### src/alpha_defines.svh
`ifndef ALPHA_DEFINES_SVH
`define ALPHA_DEFINES_SVH

// startup sequencer
// idle time before each step
`define ALPHA_SEQ_WAIT_CYCLES 64

// --------------------
// pulse lengths on the chip pins
`define ALPHA_DRESET_CYCLES 16
`define ALPHA_SYNC_CYCLES 4

// trigger to token spacing, and how long to wait for it to come back
`define ALPHA_TOKEN_DELAY 8
`define ALPHA_TOKEN_TIMEOUT 256

// button must be this stable before the debounced level moves
`define ALPHA_DEBOUNCE_CYCLES 32

// --------------------
// serial readout framing
`define ALPHA_HEADER_PATTERN 8'hA5
`define ALPHA_HEADER_BITS 8
`define ALPHA_WORD_BITS 16

`endif

### src/alpha_pkg.sv
`include "alpha_defines.svh"
`default_nettype none

package alpha_pkg;

	// bias dac value and its register address
	typedef logic [11:0] bias_t;
	typedef logic [3:0] bias_addr_t;

	// readout payload
	typedef logic [3:0] nybble_t;
	typedef logic [`ALPHA_WORD_BITS-1:0] data_word_t;

	// --------------------
	// startup steps, in order
	typedef enum logic [1:0] {
		WAIT_DRESET,
		WAIT_SYNC,
		WAIT_LOAD,
		ARMED
	} seq_state_t;

	typedef enum logic [2:0] {
		IDLE,
		DRESET,
		SYNC,
		SHIFT_LOW,
		SHIFT_HIGH,
		LATCH,
		TRIG_WAIT,
		TOKEN
	} ctrl_state_t;

	typedef enum logic {
		HUNT,
		DATA
	} rd_state_t;

endpackage

`default_nettype wire

### src/alpha_seq_if.sv
`timescale 1ns/1ns
`default_nettype none

interface alpha_seq_if;

	// one-cycle step requests
	logic do_dreset;
	logic do_sync;
	logic do_load;
	logic do_readout;

	// control block still working on the last request
	logic ctrl_busy;

	modport sequencer (
		output do_dreset,
		output do_sync,
		output do_load,
		output do_readout,
		input  ctrl_busy
	);

	modport control (
		input  do_dreset,
		input  do_sync,
		input  do_load,
		input  do_readout,
		output ctrl_busy
	);

endinterface

`default_nettype wire

### src/alpha_control.sv
`include "alpha_defines.svh"
`timescale 1ns/1ns
`default_nettype none

module alpha_control (
	input  logic sysclk,
	input  logic reset,
	alpha_seq_if.control seq,
	input  alpha_pkg::bias_t cmp_bias,
	input  alpha_pkg::bias_t isel,
	input  alpha_pkg::bias_t sb_bias,
	input  alpha_pkg::bias_t db_bias,
	input  logic tok_a_out,
	output logic dreset,
	output logic sync,
	output logic sin,
	output logic sclk,
	output logic pclk,
	output logic trigin,
	output logic tok_a_in
);

	alpha_pkg::ctrl_state_t state;
	logic [8:0] cycle_cnt;
	logic [3:0] bit_cnt;
	logic [1:0] reg_idx;
	logic [15:0] shift_word;
	alpha_pkg::bias_t bias_q [0:3];
	alpha_pkg::bias_addr_t next_addr;

	assign next_addr = {2'b00, reg_idx} + 4'd1;

	// busy already in the strobe cycle, so the sequencer holds its count
	assign seq.ctrl_busy = (state != alpha_pkg::IDLE) || seq.do_dreset || seq.do_sync ||
		seq.do_load || seq.do_readout;

	// pins decoded from state
	assign dreset = (state == alpha_pkg::DRESET);
	assign sync = (state == alpha_pkg::SYNC);
	assign sclk = (state == alpha_pkg::SHIFT_HIGH);
	assign pclk = (state == alpha_pkg::LATCH);
	assign sin = shift_word[15] && (state == alpha_pkg::SHIFT_LOW || state == alpha_pkg::SHIFT_HIGH);
	assign trigin = (state == alpha_pkg::TRIG_WAIT) && (cycle_cnt == '0);
	assign tok_a_in = (state == alpha_pkg::TOKEN);

	// --------------------
	// bias capture and shift word, address over value, msb first
	always_ff @(posedge sysclk) begin
		if (state == alpha_pkg::IDLE && seq.do_load) begin
			bias_q[0] <= cmp_bias;
			bias_q[1] <= isel;
			bias_q[2] <= sb_bias;
			bias_q[3] <= db_bias;
			shift_word <= {4'h0, cmp_bias};
		end else if (state == alpha_pkg::SHIFT_HIGH) begin
			shift_word <= {shift_word[14:0], 1'b0};
		end else if (state == alpha_pkg::LATCH) begin
			shift_word <= {next_addr, bias_q[next_addr[1:0]]};
		end
	end

	// --------------------
	// step fsm
	always_ff @(posedge sysclk) begin
		if (reset) begin
			state <= alpha_pkg::IDLE;
			cycle_cnt <= '0;
			bit_cnt <= '0;
			reg_idx <= '0;
		end else begin
			case (state)
				alpha_pkg::IDLE: begin
					cycle_cnt <= '0;
					bit_cnt <= '0;
					reg_idx <= '0;
					if (seq.do_dreset) begin
						state <= alpha_pkg::DRESET;
					end else if (seq.do_sync) begin
						state <= alpha_pkg::SYNC;
					end else if (seq.do_load) begin
						state <= alpha_pkg::SHIFT_LOW;
					end else if (seq.do_readout) begin
						state <= alpha_pkg::TRIG_WAIT;
					end
				end
				alpha_pkg::DRESET: begin
					if (cycle_cnt == `ALPHA_DRESET_CYCLES - 1) begin
						state <= alpha_pkg::IDLE;
					end
					cycle_cnt <= cycle_cnt + 9'd1;
				end
				alpha_pkg::SYNC: begin
					if (cycle_cnt == `ALPHA_SYNC_CYCLES - 1) begin
						state <= alpha_pkg::IDLE;
					end
					cycle_cnt <= cycle_cnt + 9'd1;
				end
				alpha_pkg::SHIFT_LOW: begin
					state <= alpha_pkg::SHIFT_HIGH;
				end
				alpha_pkg::SHIFT_HIGH: begin
					if (bit_cnt == 4'd15) begin
						state <= alpha_pkg::LATCH;
					end else begin
						bit_cnt <= bit_cnt + 4'd1;
						state <= alpha_pkg::SHIFT_LOW;
					end
				end
				alpha_pkg::LATCH: begin
					bit_cnt <= '0;
					if (reg_idx == 2'd3) begin
						state <= alpha_pkg::IDLE;
					end else begin
						reg_idx <= reg_idx + 2'd1;
						state <= alpha_pkg::SHIFT_LOW;
					end
				end
				alpha_pkg::TRIG_WAIT: begin
					if (cycle_cnt == `ALPHA_TOKEN_DELAY - 1) begin
						cycle_cnt <= '0;
						state <= alpha_pkg::TOKEN;
					end else begin
						cycle_cnt <= cycle_cnt + 9'd1;
					end
				end
				alpha_pkg::TOKEN: begin
					// token back, or give up
					if (tok_a_out || cycle_cnt == `ALPHA_TOKEN_TIMEOUT - 1) begin
						state <= alpha_pkg::IDLE;
					end
					cycle_cnt <= cycle_cnt + 9'd1;
				end
				default: begin
					state <= alpha_pkg::IDLE;
				end
			endcase
		end
	end

endmodule

`default_nettype wire

### src/alpha_readout.sv
`include "alpha_defines.svh"
`timescale 1ns/1ns
`default_nettype none

module alpha_readout (
	input  logic sysclk,
	input  logic reset,
	input  logic data_a,
	output logic header,
	output logic msn,
	output logic word_valid,
	output alpha_pkg::nybble_t nybble,
	output alpha_pkg::data_word_t data_word
);

	alpha_pkg::rd_state_t state;
	logic [`ALPHA_HEADER_BITS-2:0] hdr_sr;
	logic [`ALPHA_WORD_BITS-2:0] word_sr;
	logic [3:0] bit_cnt;
	logic match;

	// window is the stored bits plus the one arriving now
	assign match = ({hdr_sr, data_a} == `ALPHA_HEADER_PATTERN);

	// --------------------
	// payload shift, no reset
	always_ff @(posedge sysclk) begin
		word_sr <= {word_sr[`ALPHA_WORD_BITS-3:0], data_a};
	end

	always_ff @(posedge sysclk) begin
		header <= 1'b0;
		msn <= 1'b0;
		word_valid <= 1'b0;
		if (reset) begin
			state <= alpha_pkg::HUNT;
			hdr_sr <= '0;
			bit_cnt <= '0;
			nybble <= '0;
			data_word <= '0;
		end else begin
			case (state)
				alpha_pkg::HUNT: begin
					hdr_sr <= {hdr_sr[`ALPHA_HEADER_BITS-3:0], data_a};
					bit_cnt <= '0;
					if (match) begin
						header <= 1'b1;
						state <= alpha_pkg::DATA;
					end
				end
				alpha_pkg::DATA: begin
					// no header search inside a word
					bit_cnt <= bit_cnt + 4'd1;
					if (bit_cnt[1:0] == 2'd3) begin
						nybble <= {word_sr[2:0], data_a};
						msn <= (bit_cnt[3:2] == 2'd0);
					end
					if (bit_cnt == 4'd15) begin
						word_valid <= 1'b1;
						data_word <= {word_sr, data_a};
						// start the next hunt from a clean window
						hdr_sr <= '0;
						state <= alpha_pkg::HUNT;
					end
				end
				default: begin
					state <= alpha_pkg::HUNT;
				end
			endcase
		end
	end

endmodule

`default_nettype wire

### src/alpha_subsystem.sv
`timescale 1ns/1ns
`default_nettype none

module alpha_subsystem (
	input  logic sysclk,
	input  logic reset,
	input  logic button,
	input  alpha_pkg::bias_t cmp_bias,
	input  alpha_pkg::bias_t isel,
	input  alpha_pkg::bias_t sb_bias,
	input  alpha_pkg::bias_t db_bias,
	input  logic tok_a_out,
	input  logic data_a,
	output logic dreset,
	output logic sync,
	output logic sin,
	output logic sclk,
	output logic pclk,
	output logic trigin,
	output logic tok_a_in,
	output logic header,
	output logic word_valid,
	output logic msn,
	output alpha_pkg::nybble_t nybble,
	output alpha_pkg::data_word_t data_word,
	output logic [3:0] step_done
);

	logic press;

	// step requests between sequencer and control
	alpha_seq_if seq_if ();

	button_debounce button_debounce_i (
		.sysclk (sysclk),
		.reset  (reset),
		.button (button),
		.press  (press)
	);

	startup_sequencer startup_sequencer_i (
		.sysclk    (sysclk),
		.reset     (reset),
		.press     (press),
		.seq       (seq_if.sequencer),
		.step_done (step_done)
	);

	alpha_control alpha_control_i (
		.sysclk    (sysclk),
		.reset     (reset),
		.seq       (seq_if.control),
		.cmp_bias  (cmp_bias),
		.isel      (isel),
		.sb_bias   (sb_bias),
		.db_bias   (db_bias),
		.tok_a_out (tok_a_out),
		.dreset    (dreset),
		.sync      (sync),
		.sin       (sin),
		.sclk      (sclk),
		.pclk      (pclk),
		.trigin    (trigin),
		.tok_a_in  (tok_a_in)
	);

	// free running, not tied to the token cycle
	alpha_readout alpha_readout_i (
		.sysclk     (sysclk),
		.reset      (reset),
		.data_a     (data_a),
		.header     (header),
		.msn        (msn),
		.word_valid (word_valid),
		.nybble     (nybble),
		.data_word  (data_word)
	);

endmodule

`default_nettype wire

### src/button_debounce.sv
`include "alpha_defines.svh"
`timescale 1ns/1ns
`default_nettype none

module button_debounce (
	input  logic sysclk,
	input  logic reset,
	input  logic button,
	output logic press
);

	// button idles high
	logic [1:0] sync_ff;
	logic debounced;
	logic [5:0] stable_cnt;

	always_ff @(posedge sysclk) begin
		press <= 1'b0;
		if (reset) begin
			sync_ff <= 2'b11;
			debounced <= 1'b1;
			stable_cnt <= '0;
		end else begin
			sync_ff <= {sync_ff[0], button};
			if (sync_ff[1] == debounced) begin
				// any bounce back restarts the count
				stable_cnt <= '0;
			end else if (stable_cnt == `ALPHA_DEBOUNCE_CYCLES - 1) begin
				stable_cnt <= '0;
				debounced <= sync_ff[1];
				// pulse on the move to pressed only
				press <= !sync_ff[1];
			end else begin
				stable_cnt <= stable_cnt + 6'd1;
			end
		end
	end

endmodule

`default_nettype wire

### src/startup_sequencer.sv
`include "alpha_defines.svh"
`timescale 1ns/1ns
`default_nettype none

module startup_sequencer (
	input  logic sysclk,
	input  logic reset,
	input  logic press,
	alpha_seq_if.sequencer seq,
	output logic [3:0] step_done
);

	alpha_pkg::seq_state_t state;
	logic [6:0] wait_cnt;
	logic wait_over;

	// counter only runs while the control block is free
	assign wait_over = !seq.ctrl_busy && (wait_cnt == `ALPHA_SEQ_WAIT_CYCLES - 1);

	always_ff @(posedge sysclk) begin
		seq.do_dreset <= 1'b0;
		seq.do_sync <= 1'b0;
		seq.do_load <= 1'b0;
		seq.do_readout <= 1'b0;
		if (reset) begin
			state <= alpha_pkg::WAIT_DRESET;
			wait_cnt <= '0;
			step_done <= '0;
		end else begin
			case (state)
				alpha_pkg::WAIT_DRESET,
				alpha_pkg::WAIT_SYNC,
				alpha_pkg::WAIT_LOAD: begin
					if (wait_over) begin
						wait_cnt <= '0;
					end else if (!seq.ctrl_busy) begin
						wait_cnt <= wait_cnt + 7'd1;
					end
				end
				default: begin
					wait_cnt <= '0;
				end
			endcase

			// --------------------
			// timed steps
			case (state)
				alpha_pkg::WAIT_DRESET: begin
					if (wait_over) begin
						seq.do_dreset <= 1'b1;
						step_done[0] <= 1'b1;
						state <= alpha_pkg::WAIT_SYNC;
					end
				end
				alpha_pkg::WAIT_SYNC: begin
					if (wait_over) begin
						seq.do_sync <= 1'b1;
						step_done[1] <= 1'b1;
						state <= alpha_pkg::WAIT_LOAD;
					end
				end
				alpha_pkg::WAIT_LOAD: begin
					if (wait_over) begin
						seq.do_load <= 1'b1;
						step_done[2] <= 1'b1;
						state <= alpha_pkg::ARMED;
					end
				end
				alpha_pkg::ARMED: begin
					// presses during a busy cycle are lost
					if (press && !seq.ctrl_busy) begin
						seq.do_readout <= 1'b1;
						step_done[3] <= 1'b1;
					end
				end
				default: begin
					state <= alpha_pkg::WAIT_DRESET;
				end
			endcase
		end
	end

endmodule

`default_nettype wire
### config.mk
export PLATFORM = sky130hd
export DESIGN_NAME = alpha_subsystem
export DESIGN_NICKNAME = d
export VERILOG_FILES = /design/src/alpha_pkg.sv /design/src/alpha_seq_if.sv /design/src/alpha_control.sv /design/src/alpha_readout.sv /design/src/alpha_subsystem.sv /design/src/button_debounce.sv /design/src/startup_sequencer.sv
export VERILOG_INCLUDE_DIRS = /design/src
export SDC_FILE = /design/constraint.sdc
export NUM_CORES = 1
export LEC_CHECK = 0
export ABC_AREA = 1
export BUFFER_PORTS_ARGS = -buffer_cell sky130_fd_sc_hd__buf_2
export CAP_MARGIN = 10
export CORE_MARGIN = 2
export CORE_UTILIZATION = 25
export DETAILED_ROUTE_END_ITERATION = 6
export GPL_TIMING_DRIVEN = 0
export HOLD_SLACK_MARGIN = 0.03
export PLACE_DENSITY = 0.47
export SETUP_SLACK_MARGIN = 0.15
export SYNTH_ARGS = -nofsm -noshare
export SYNTH_HDL_FRONTEND = slang
export SYNTH_SLANG_ARGS = --single-unit
### constraint.sdc
create_clock -name sysclk -period 2.2 [get_ports sysclk]
set_input_delay 0.22 -clock sysclk [delete_from_list [all_inputs] [get_ports sysclk]]
set_output_delay 0.22 -clock sysclk [all_outputs]
set_load 0.005 [all_outputs]
==> results by group <==
Placed design
  • IO buf count: 86
  • Placed insts: 1103
  • Worst slack, placed: -242.4 ps
  • Post-DP Area: 7202 um^2
  • Final HPWL DP: 10180 um
  • Routability cong.: 0.7399

Timing
  • Setup WS post-layout: 306.3 ps
  • Endpoints failing hold: 0
  • Fin crit share: 0.8608
  • Clk_skew: 10.48 ps
  • Worst rel slew slack: 0.5732
  • Worst Max-Slew Pin Slew: 640.3 ps
  • Min cycle time layout: 1894 ps
  • Final setup viols: 0
  • RSZ-0062 raised after global routing: true
  • Max frequency: 0.5281 GHz
  • Final slew viol count: 0

Route
  • Residual DRC: 0
  • Vias: 4969
  • Routed wire length: 14970 um
  • 1st-iter DRT viols: 225
  • DRT antenna net count: 0
  • Drt pass-1 iters: 4
  • Via density per instance: 4.193
  • DR WL/cell: 12.63 um

Final layout
  • Layout cells sized above 1: 0.1953
  • Design area: 8378 um^2
  • Antenna cells: 0
  • Layout area overhead: 31.76%
  • # fillers: 2690
  • # nets final: 909
  • Non-Filler Instances: 1185

Critical path
  • Worst Path Arrival: 2150 ps
  • Crit. End Element: register
  • Crit path launch type: register
  • Worst-path maximum fanout: 10
  • CP Class: register to register
  • CP Data Required Time: 2450 ps

Die
  • Initial core utilization: 0.2532
  • Core area: 25110 um^2
  • Die height: 163.5 um
  • Die ar.: 26730 um^2
  • I/O pin count: 87
  • DIE WIDTH: 163.5 um
  • Row count: 58

Pwr
  • Pleak: 0.003419 uW
  • Worst VDD drop: 0.4950 mV
  • Pwr/cell area: 1022 nW/um^2

GRT
  • Initial antenna violation count: 1
  • Global-route wire length before repair: 24390 um
  • Global route overflow: 0
  • Total GRT Usage: 0.1167
  • Largest net degree at the start of global routing: 58
  • Vias in the first global route: 4894

Status
  • Status: completed

Synthesis
  • Ys flop type: dfxtp_1
  • Syn Area/Cell: 9.256 um^2
  • Synthesis warning total: 0
  • Netlist Area Pre-Place: 6359 um^2
  • Part of the Yosys area used for sequential elements: 0.5950
  • Post-synth EDFFs: 60
  • Synth Instances: 687
  • Synth Register Bits: 159
  • Synthesized net count: 754
  • Distinct cells, synth: 39
  • Asr flop ratio synth: 0

Clock tree
  • CTS tree: yes
  • Max Buffers Root-to-Sink: 2
  • # H-tree levels: 4
  • Clock latency on the worst-skew pair: 430 ps
  • # clock sinks: 159
  • CTS root buf: clkbuf_16
  • CTS clk-pin slew, worst paths: 80 ps
  • Cts bufs inserted: 17
  • Post CTS Setup Buffer Count: 0

Hold path
  • HP Class: primary input to register

Run
  • Max cap viols: 0
## sequential cells by signal, summed over array words and instances, names as in the netlist, 2 cells and up
| register | cells |
|---|---|
| startup_sequencer_i.state | 2 |
| alpha_readout_i.bit_cnt | 4 |
| button_debounce_i.stable_cnt | 6 |
| startup_sequencer_i.wait_cnt | 7 |
| alpha_control_i.state | 3 |
| button_debounce_i.sync_ff | 2 |
| alpha_readout_i.hdr_sr | 7 |
| startup_sequencer_i.step_done | 4 |
| alpha_control_i.shift_word | 16 |
| alpha_control_i.reg_idx | 2 |
| alpha_control_i.bit_cnt | 4 |
| alpha_readout_i.word_sr | 15 |
| alpha_control_i.cycle_cnt | 9 |
| alpha_readout_i.data_word | 16 |
| alpha_control_i.bias_q | 48 |
| alpha_readout_i.nybble | 4 |
## synth_stat cells (10+ instances only)
master	number	area, um^2
o21ai_1	14	70.07
nor2_1	122	457.9
inv_1	58	217.7
o22ai_1	18	112.6
inv_2	10	37.54
clkbuf_1	12	45.04
nand2_1	94	352.8
ha_1	14	175.2
nand3_1	27	135.1
o21ai_0	70	350.3
edfxtp_1	60	1802
dfxtp_1	99	1982
a21oi_1	21	105.1
## layer usage
metal / vias up / GRT usage / routed length (um) / part of all wire
li1: 2606 / - / - / -
met1: 2257 / 0.1557 / 7496 / 0.50
met2: 86 / 0.1818 / 6641 / 0.44
met3: 18 / 0.03403 / 622 / 0.042
met4: 2 / 0.03708 / 195 / 0.013
met5: - / 0 / 11 / 0.00073
## power breakdown
part | internal [uW] | switching, uW | leakage (uW)
registers | 3350 | 155 | 0.00135
clock network | 1560 | 1450 | 0.000295
logic | 732 | 1320 | 0.00177
## cell usage in the layout, fill, tap and decap left out, drive strengths merged, types with 2 or more instances in the layout
master,n
nor2,134
dfxtp,99
nand2,98
buf,93
o21ai,84
inv,76
edfxtp,60
dlygate4sd3,50
nand3,28
clkbuf,28
a21oi,21
o22ai,18
ha,14
nor3,11
xor2,7
clkinv,6
nand4,5
nor4,4
or2,3
xnor2,2
nor3b,2
a31oi,2
o21a,2
## final timing paths
check                           depth (start not counted)  slack (ps)                                    start                                    endpoint
worst min register to register                          0         350      alpha_readout_i.word_sr[12]$_DFF_P_         alpha_readout_i.word_sr[13]$_DFF_P_
worst max-delay path                                    7         310  alpha_control_i.reg_idx[0]$_SDFFE_PP0P_    alpha_control_i.shift_word[10]$_DFFE_PP_
worst min-delay path                                    4         230                                    reset  button_debounce_i.stable_cnt[1]$_SDFF_PP0_
worst max register to register                          7         310  alpha_control_i.reg_idx[0]$_SDFFE_PP0P_    alpha_control_i.shift_word[10]$_DFFE_PP_
## kinds of logic after synthesis
family                   share of synthesized area
AND/OR/NAND/NOR                             0.2013
flip-flops                                  0.5950
AO/OA/AOI/OAI                               0.1122
buffers and inverters                      0.05156
adder cells (fa/ha/maj)                    0.02755
XOR/XNOR                                   0.01240
## worst max-delay path: stages, from the launching register on
cell and delay [ps]:
dfxtp_1 500, ha_1 330, inv_1 120, clkbuf_2 260
o21ai_0 130, o22ai_1 150, nor2_1 60, o21ai_1 180
## what timing repair did
| action | in CTS | in global routing |
|---|---|---|
| gates resized for setup | 7 | 14 |
| hold buffers | 50 | 0 |
| endpoints found under the hold margin | 50 | 0 |
| pin swaps | 0 | 2 |
| endpoints found under the setup margin | 64 | 81 |
## metrics by stage
step,util,hold slack [ps],total power (uW),TNS [ps]
2_1_floorplan,-,247.7,4930,0
3_3_place_gp,0.2868,335.2,5512,-11170
5_1_grt,0.3337,281.0,9077,0
6_report,0.3337,226.8,8558,0
4_1_cts,0.3319,226.1,8668,0
3_5_place_dp,0.2868,340.2,5529,-12210
## area by class of cell
class | count | area (um^2) | share of cell area
Sequential cell | 159 | 3787 | 0.4521
Multi-Input combinational cell | 442 | 2293 | 0.2737
Timing Repair Buffer | 136 | 930.9 | 0.1111
Clock buffer | 17 | 425.4 | 0.05078
Tap cell | 330 | 412.9 | 0.04928
Inverter | 68 | 255.2 | 0.03047
Clock inverter | 15 | 187.7 | 0.02240
Buffer | 18 | 85.08 | 0.01016
(Power assumes the default switching activity.)
